$ cat config.mk
export PLATFORM = sky130hd
export DESIGN_NAME = opn_timer_top
export DESIGN_NICKNAME = d
export VERILOG_FILES = /design/src/hw/opn_bus_pkg.sv /design/src/hw/opn_timer_pkg.sv /design/src/hw/opn_bus_fsm.sv /design/src/hw/opn_regs.sv /design/src/hw/opn_timers.sv /design/src/hw/opn_timer_top.sv
export SDC_FILE = /design/constraint.sdc
export NUM_CORES = 1
export LEC_CHECK = 0
export BUFFER_PORTS_ARGS = -buffer_cell sky130_fd_sc_hd__buf_2
export CAP_MARGIN = 10
export CORE_MARGIN = 5
export CORE_UTILIZATION = 25
export CTS_BUF_LIST = sky130_fd_sc_hd__clkbuf_4 sky130_fd_sc_hd__clkbuf_8 sky130_fd_sc_hd__clkbuf_16
export CTS_CLUSTER_DIAMETER = 30
export DETAILED_ROUTE_END_ITERATION = 12
export GPL_TIMING_DRIVEN = 0
export PLACE_DENSITY_LB_ADDON = 0.3
export SLEW_MARGIN = 20
export SYNTH_ARGS = -nofsm -noshare
export SYNTH_HDL_FRONTEND = slang
export SYNTH_HIERARCHICAL = 1
export SYNTH_SLANG_ARGS = --single-unit
$ cat constraint.sdc
create_clock -name clk -period 5.47 [get_ports clk]
set_input_delay 0.2735 -clock clk [delete_from_list [all_inputs] [get_ports clk]]
set_output_delay 0.2735 -clock clk [all_outputs]
set_load 0.005 [all_outputs]
$ cat src/hw/opn_bus_pkg.sv
package opn_bus_pkg;

    // Host side register number and value
    typedef logic [7:0] reg_addr_t;
    typedef logic [7:0] reg_data_t;

    // Timer register map, bank 0
    localparam reg_addr_t REG_TA_HI = 8'h24;  // Timer A bits 9..2
    localparam reg_addr_t REG_TA_LO = 8'h25;  // Timer A bits 1..0
    localparam reg_addr_t REG_TB    = 8'h26;
    localparam reg_addr_t REG_CTRL  = 8'h27;  // Load, enable and flag reset bits

    // Chip stays busy this long after every accepted data write
    localparam int BUSY_CYCLES = 32;
    localparam int BUSY_W      = $clog2(BUSY_CYCLES + 1);

    typedef logic [BUSY_W-1:0] busy_cnt_t;

    typedef enum logic [1:0] {
        ST_IDLE,    // No address pending
        ST_ADDR,    // Address latched, waiting for data
        ST_BUSY     // Write in progress
    } bus_state_t;

    // One register write, valid for one cycle
    typedef struct packed {
        logic      valid;
        reg_addr_t addr;
        reg_data_t data;
    } reg_wr_t;

endpackage

$ cat src/hw/opn_timer_pkg.sv
package opn_timer_pkg;

    localparam int TICK_DIV    = 6;   // Clocks per timer tick
    localparam int TB_PRESCALE = 16;  // Ticks per timer B count

    localparam int TICK_W = $clog2(TICK_DIV);
    localparam int TBPR_W = $clog2(TB_PRESCALE);

    typedef logic [9:0]        ta_value_t;
    typedef logic [7:0]        tb_value_t;
    typedef logic [TICK_W-1:0] tick_cnt_t;
    typedef logic [TBPR_W-1:0] tb_pre_t;

    // Programmed timer settings held by registers
    typedef struct packed {
        ta_value_t value_a;
        tb_value_t value_b;
        logic      load_a;
        logic      load_b;
        logic      irq_en_a;
        logic      irq_en_b;
    } timer_cfg_t;

    // Flag reset strobes, one cycle each
    typedef struct packed {
        logic clr_a;
        logic clr_b;
    } flag_clr_t;

endpackage

$ cat src/hw/opn_bus_fsm.sv
`timescale 1ns/1ps

module opn_bus_fsm
    import opn_bus_pkg::*;
(
    input  logic       clk,
    input  logic       rst_n,
    input  reg_data_t  din,
    input  logic [1:0] addr,
    input  logic       cs_n,
    input  logic       wr_n,
    output reg_wr_t    reg_wr,
    output logic       busy
);

    bus_state_t state;
    bus_state_t state_nx;
    busy_cnt_t  busy_cnt;
    reg_addr_t  addr_q;     // Latched register number
    logic       bank_q;     // Bank of the latched address
    logic       strobe;
    logic       addr_wr;
    logic       data_wr;
    logic       accept;

    assign strobe  = !cs_n && !wr_n;
    assign addr_wr = strobe && !addr[0];
    assign data_wr = strobe && addr[0];
    assign busy    = (state == ST_BUSY);

    // Only a bank 0 data write with a bank 0 address pending gets through
    assign accept = (state == ST_ADDR) && data_wr && !addr[1] && !bank_q;

    always_comb begin
        state_nx = state;
        case (state)
            ST_IDLE: begin
                if (addr_wr) begin
                    state_nx = ST_ADDR;
                end
            end
            ST_ADDR: begin
                if (accept) begin
                    state_nx = ST_BUSY;
                end else if (data_wr) begin
                    state_nx = ST_IDLE;  // Bank 1 data, address is used up
                end
            end
            ST_BUSY: begin
                if (busy_cnt == '0) begin
                    state_nx = ST_IDLE;
                end
            end
            default: state_nx = ST_IDLE;
        endcase
    end

    always_ff @(posedge clk or negedge rst_n) begin
        if (!rst_n) begin
            state    <= ST_IDLE;
            busy_cnt <= '0;
            addr_q   <= '0;
            bank_q   <= 1'b0;
            reg_wr   <= '0;
        end else begin
            state <= state_nx;

            // A later address write simply replaces the pending one
            if (addr_wr && !busy) begin
                addr_q <= din;
                bank_q <= addr[1];
            end

            if (accept) begin
                busy_cnt <= busy_cnt_t'(BUSY_CYCLES - 1);
            end else if (busy && busy_cnt != '0) begin
                busy_cnt <= busy_cnt - 1'b1;
            end

            reg_wr.valid <= accept;
            if (accept) begin
                reg_wr.addr <= addr_q;
                reg_wr.data <= din;
            end
        end
    end

    a_busy_cnt_range: assert property (@(posedge clk) disable iff (!rst_n)
        busy_cnt <= busy_cnt_t'(BUSY_CYCLES));

    // A strobe seen while busy never turns into a register write
    a_no_wr_from_busy: assert property (@(posedge clk) disable iff (!rst_n)
        reg_wr.valid |-> !$past(busy));

endmodule

$ cat src/hw/opn_regs.sv
`timescale 1ns/1ps

module opn_regs
    import opn_bus_pkg::*;
    import opn_timer_pkg::*;
(
    input  logic       clk,
    input  logic       rst_n,
    input  reg_wr_t    reg_wr,
    output timer_cfg_t timer_cfg,
    output flag_clr_t  flag_clr
);

    reg_data_t wr_data;

    assign wr_data = reg_wr.data;

    always_ff @(posedge clk or negedge rst_n) begin
        if (!rst_n) begin
            timer_cfg <= '0;
            flag_clr  <= '0;
        end else begin
            flag_clr <= '0;  // Strobes last one cycle
            if (reg_wr.valid) begin
                case (reg_wr.addr)
                    REG_TA_HI: timer_cfg.value_a[9:2] <= wr_data;
                    REG_TA_LO: timer_cfg.value_a[1:0] <= wr_data[1:0];
                    REG_TB:    timer_cfg.value_b      <= wr_data;
                    REG_CTRL: begin
                        timer_cfg.load_a   <= wr_data[0];
                        timer_cfg.load_b   <= wr_data[1];
                        timer_cfg.irq_en_a <= wr_data[2];
                        timer_cfg.irq_en_b <= wr_data[3];
                        // Flag resets are not stored
                        flag_clr.clr_a <= wr_data[4];
                        flag_clr.clr_b <= wr_data[5];
                    end
                    default: ;  // Other registers live outside this section
                endcase
            end
        end
    end

endmodule

$ cat src/hw/opn_timers.sv
`timescale 1ns/1ps

module opn_timers
    import opn_timer_pkg::*;
(
    input  logic       clk,
    input  logic       rst_n,
    input  timer_cfg_t timer_cfg,
    input  flag_clr_t  flag_clr,
    output logic       flag_a,
    output logic       flag_b,
    output logic       irq_n
);

    tick_cnt_t tick_cnt;
    logic      tick;
    ta_value_t cnt_a;
    tb_value_t cnt_b;
    tb_pre_t   pre_b;      // Ticks within one timer B count
    logic      load_a_q;
    logic      load_b_q;
    logic      start_a;
    logic      start_b;
    logic      run_a;
    logic      run_b;
    logic      step_b;
    logic      ovf_a;
    logic      ovf_b;

    // Free running tick every TICK_DIV clocks
    assign tick = (tick_cnt == tick_cnt_t'(TICK_DIV - 1));

    always_ff @(posedge clk or negedge rst_n) begin
        if (!rst_n) begin
            tick_cnt <= '0;
        end else if (tick) begin
            tick_cnt <= '0;
        end else begin
            tick_cnt <= tick_cnt + 1'b1;
        end
    end

    // Rising load bit restarts the timer
    assign start_a = timer_cfg.load_a && !load_a_q;
    assign start_b = timer_cfg.load_b && !load_b_q;
    assign run_a   = timer_cfg.load_a && !start_a && tick;
    assign run_b   = timer_cfg.load_b && !start_b && tick;

    assign step_b = run_b && (pre_b == tb_pre_t'(TB_PRESCALE - 1));
    assign ovf_a  = run_a && (cnt_a == '1);
    assign ovf_b  = step_b && (cnt_b == '1);

    always_ff @(posedge clk or negedge rst_n) begin
        if (!rst_n) begin
            load_a_q <= 1'b0;
            load_b_q <= 1'b0;
            cnt_a    <= '0;
            cnt_b    <= '0;
            pre_b    <= '0;
        end else begin
            load_a_q <= timer_cfg.load_a;
            load_b_q <= timer_cfg.load_b;

            if (start_a || ovf_a) begin
                cnt_a <= timer_cfg.value_a;  // Reload on start and wrap
            end else if (run_a) begin
                cnt_a <= cnt_a + 1'b1;
            end

            if (start_b || step_b) begin
                pre_b <= '0;
            end else if (run_b) begin
                pre_b <= pre_b + 1'b1;
            end

            if (start_b || ovf_b) begin
                cnt_b <= timer_cfg.value_b;
            end else if (step_b) begin
                cnt_b <= cnt_b + 1'b1;
            end
        end
    end

    // Overflow with interrupt disabled leaves the flag alone
    always_ff @(posedge clk or negedge rst_n) begin
        if (!rst_n) begin
            flag_a <= 1'b0;
            flag_b <= 1'b0;
        end else begin
            if (flag_clr.clr_a) begin
                flag_a <= 1'b0;
            end else if (ovf_a && timer_cfg.irq_en_a) begin
                flag_a <= 1'b1;
            end
            if (flag_clr.clr_b) begin
                flag_b <= 1'b0;
            end else if (ovf_b && timer_cfg.irq_en_b) begin
                flag_b <= 1'b1;
            end
        end
    end

    assign irq_n = !(flag_a || flag_b);

    a_irq_needs_flag: assert property (@(posedge clk) disable iff (!rst_n)
        !irq_n |-> (flag_a || flag_b));

endmodule

$ cat src/hw/opn_timer_top.sv
`timescale 1ns/1ps

module opn_timer_top
    import opn_bus_pkg::*;
    import opn_timer_pkg::*;
(
    input  logic       clk,
    input  logic       rst_n,
    input  reg_data_t  din,
    input  logic [1:0] addr,
    input  logic       cs_n,
    input  logic       wr_n,
    output reg_data_t  dout,
    output logic       irq_n
);

    reg_wr_t    reg_wr;
    timer_cfg_t timer_cfg;
    flag_clr_t  flag_clr;
    logic       busy;
    logic       flag_a;
    logic       flag_b;

    opn_bus_fsm u_bus_fsm (
        .clk    ( clk    ),
        .rst_n  ( rst_n  ),
        .din    ( din    ),
        .addr   ( addr   ),
        .cs_n   ( cs_n   ),
        .wr_n   ( wr_n   ),
        .reg_wr ( reg_wr ),
        .busy   ( busy   )
    );

    opn_regs u_regs (
        .clk       ( clk       ),
        .rst_n     ( rst_n     ),
        .reg_wr    ( reg_wr    ),
        .timer_cfg ( timer_cfg ),
        .flag_clr  ( flag_clr  )
    );

    opn_timers u_timers (
        .clk       ( clk       ),
        .rst_n     ( rst_n     ),
        .timer_cfg ( timer_cfg ),
        .flag_clr  ( flag_clr  ),
        .flag_a    ( flag_a    ),
        .flag_b    ( flag_b    ),
        .irq_n     ( irq_n     )
    );

    // Status byte, readable at any time
    assign dout = {busy, 5'b00000, flag_b, flag_a};

endmodule

==> results.cfg <==
[global_route]
grt_pass1_wl_um = 15240
grt_pass1_vias = 2903
antenna_found_initial = 0
grt_usage_pct = 9.468
gr-total-overflow = 0
grt_max_degree = 57

[detailed_routing]
maxUsedRoutingLayer = met4
firstDrtPassIters = 4
routed_wl_um = 8675
met2_length_um = 4180
detail-route-antenna-nets = 0
met1Wirelength_um = 4111
routedWlPerCell_um = 14.32
drc_errors = 0
dr_wl_met3_um = 326
vias_per_cell = 4.682
drt_iter0_markers = 149
vias = 2837

[critical_path]
crit_arrival_ns = 2.46
reg2reg_to = u_timers/cnt_b[5]
crit_fanout = 9
reg2reg_from = u_timers/pre_b[0]
path_class = flop to flop
cp-end-kind = flop
reg2reg_depth = 5
start_kind = flop
ff2ff_setup_slack_ns = 3.22
critPathRequiredTime_ns = 5.68

[sta]
worstMarginPinSlew_ns = 0.7234
setup_viol = 0
rsz0062_at_grt = false
maxSlewHeadroom_pct = 51.77
skew_ns = 0.008019
setup_slack_ns = 3.223
fmax_mhz = 445.0
hold_viol_final = 0
finalMaxSlewViolations = 0
finalCritPeriodShare_pct = 41.08
setup_tns_ns = 0
whs_ns = 0.1749
min_period_ns = 2.247

[run_status]
status = complete, no violations

[yosys]
synth_common_cells = 87 x dfrtp_1, 31 x mux2_2, 16 x a21oi_1, 16 x inv_1, 16 x nor2_1
ys_async_sr_fraction_pct = 100.0
synth_flop_cell = dfrtp_1
synth_top_area_share_pct = 51.15
yosys.area.top_type = dfrtp_1
yosys_warnings = 6
ys_ff_latch = 87
syn_area_per_cell_um2 = 12.23
synth_cells = 348
ys_seq_area_share_pct = 51.15
synth.distinct_cells = 70
synth_edf_count = 0
synth_area_leaders = dfrtp_1 51%, mux2_2 8.2%, mux2_4 2.5%, mux2_1 2.4%, a21oi_1 1.9%
synth.most_common_cell = dfrtp_1
syn_area_um2 = 4257

[floorplan]
placeableCoreArea_um2 = 16640
die_w_um = 140.5
start_util_pct = 25.58
fp.dieH_um = 140.5
core.rowCount = 47
ios = 23
die-area_um2 = 19740

[clock_tree]
insertion_delay_ns = 0.33
hold_buffers = 1
cts_root_buffer = clkbuf_16
post_cts_resized = 0
htreeDepth = 3
clockBufferDepth = 2
path_clk_slew_ns = 0.06
post-cts-setup-buffers = 0
clock_sinks = 87
cts_tree = done
cts_buffers = 9

[power]
combPwrFrac_pct = 10.9
p_seq_share_pct = 51.9
sw_frac_of_total_pct = 25.19
power_frac_clock_pct = 37.2
p_int_mw = 1.134
finalPower_mw = 1.516
ir_drop_mv = 0.1537
p_leak_nw = 2.319
p_sw_mw = 0.3819
power_density_nw_per_um2 = 306.5

[hold_path]
hp-class = input pin to flop
worstHoldStart = din[7]
hold_path_end = u_bus_fsm/addr_q[7]
worstHoldPathCells = 2

[place]
place.gp.congestion = 0.8022
pre_cts_slack_ns = 3.265
numPortBuffers = 17
place_hpwl_um = 6265

[cells_and_area]
final_util_pct = 29.72
n_antenna_cell = 0
syn_to_final_growth_pct = 16.20
nets = 401
drive_gt1_share_pct = 26.94

[job]
cap_violations = 0
==> sequential cells by signal, indices dropped and copies added (netlist names), 2 cells and up <==
signal              flops
u_regs/timer_cfg       22
u_bus_fsm/reg_wr       17
u_timers/cnt_a         10
u_bus_fsm/addr_q        8
u_timers/cnt_b          8
u_bus_fsm/busy_cnt      6
u_timers/pre_b          4
u_timers/tick_cnt       3
u_bus_fsm/state         2
u_regs/flag_clr         2
==> critical path: stages, from the launching register on <==
cell and delay, ns:
dfrtp_1 0.43, ha_1 0.28, and4_1 0.28, a21oi_1 0.61, a2111oi_0 0.16, a311o_1 0.36
==> worst max path at each step <==
stage                            from                end  slack [ns]  cells past startpoint
CTS                 u_timers/pre_b[0]  u_timers/cnt_b[5]        3.24                      5
global route        u_timers/pre_b[0]  u_timers/cnt_b[5]        3.07                      5
detailed placement  u_timers/pre_b[0]  u_timers/cnt_b[3]        3.26                      5
finish              u_timers/pre_b[0]  u_timers/cnt_b[5]        3.22                      5
global placement    u_timers/pre_b[0]  u_timers/cnt_b[3]        3.29                      5
floorplan           u_timers/pre_b[0]  u_timers/cnt_b[7]        3.61                      5
==> through the flow <==
step           instances  instance area (um^2)
3_3_place_gp         589                  4632
6_report             606                  4946
4_1_cts              606                  4946
2_1_floorplan        352                  4272
3_5_place_dp         590                  4662
5_1_grt              606                  4946
==> metal layers <==
metal | GRT usage, % | vias up
met3 | 1.875 | 4
met2 | 14.94 | 49
met5 | 0 | -
met4 | 3.264 | 0
met1 | 12.97 | 1410
li1 | - | 1374
==> area by class of cell <==
class / count / area (um^2)
Fill cell: 1683 / 11700
Sequential cell: 87 / 2177
Multi-Input combinational cell: 233 / 1912
Tap cell: 220 / 275.3
Clock buffer: 12 / 254.0
Timing Repair Buffer: 19 / 125.1
Buffer: 16 / 122.6
Inverter: 16 / 60.06
Clock inverter: 3 / 20.02
==> placed cells by master (no fill, tap or decap), types with 3 or more instances in the layout <==
cell / instances
a21o_1: 5
conb_1: 5
mux2i_1: 7
a211oi_1: 7
a311o_1: 3
nor4_1: 3
and3_1: 5
and4_1: 4
o21ai_0: 10
xnor2_1: 3
nor2_1: 16
a221o_1: 4
inv_1: 16
nand3_1: 8
mux2_2: 31
ha_1: 5
nand2_1: 15
a21oi_1: 16
buf_4: 10
nand4_1: 7
or3_1: 3
nor2b_1: 3
mux2_4: 7
dfrtp_1: 87
clkbuf_16: 9
mux2_1: 9
a2111oi_0: 3
a41o_2: 3
nor3b_1: 5
buf_2: 19
==> cell families after synthesis <==
logic type               Yosys count  synth area share [%]
flip-flops                        87                 51.15
XOR/XNOR                           5                 1.029
AO/OA/AOI/OAI                     70                 12.29
adder cells (fa/ha/maj)            5                 1.470
multiplexers                      54                 14.70
buffers and inverters             32                 4.291
AND/OR/NAND/NOR                   94                 14.99
other                              1               0.08810
==> power groups by stage <==
stage / sequential (mW) / combinational, mW / clock, mW
final: 0.786 / 0.165 / 0.565
after global routing: 0.802 / 0.187 / 0.612
after CTS: 0.789 / 0.169 / 0.586
after detailed placement: 0.800 / 0.168 / 0
after global placement: 0.797 / 0.158 / 0
after floorplan: 0.774 / 0.127 / 0
No activity file was read; power rests on OpenSTA's default activity.
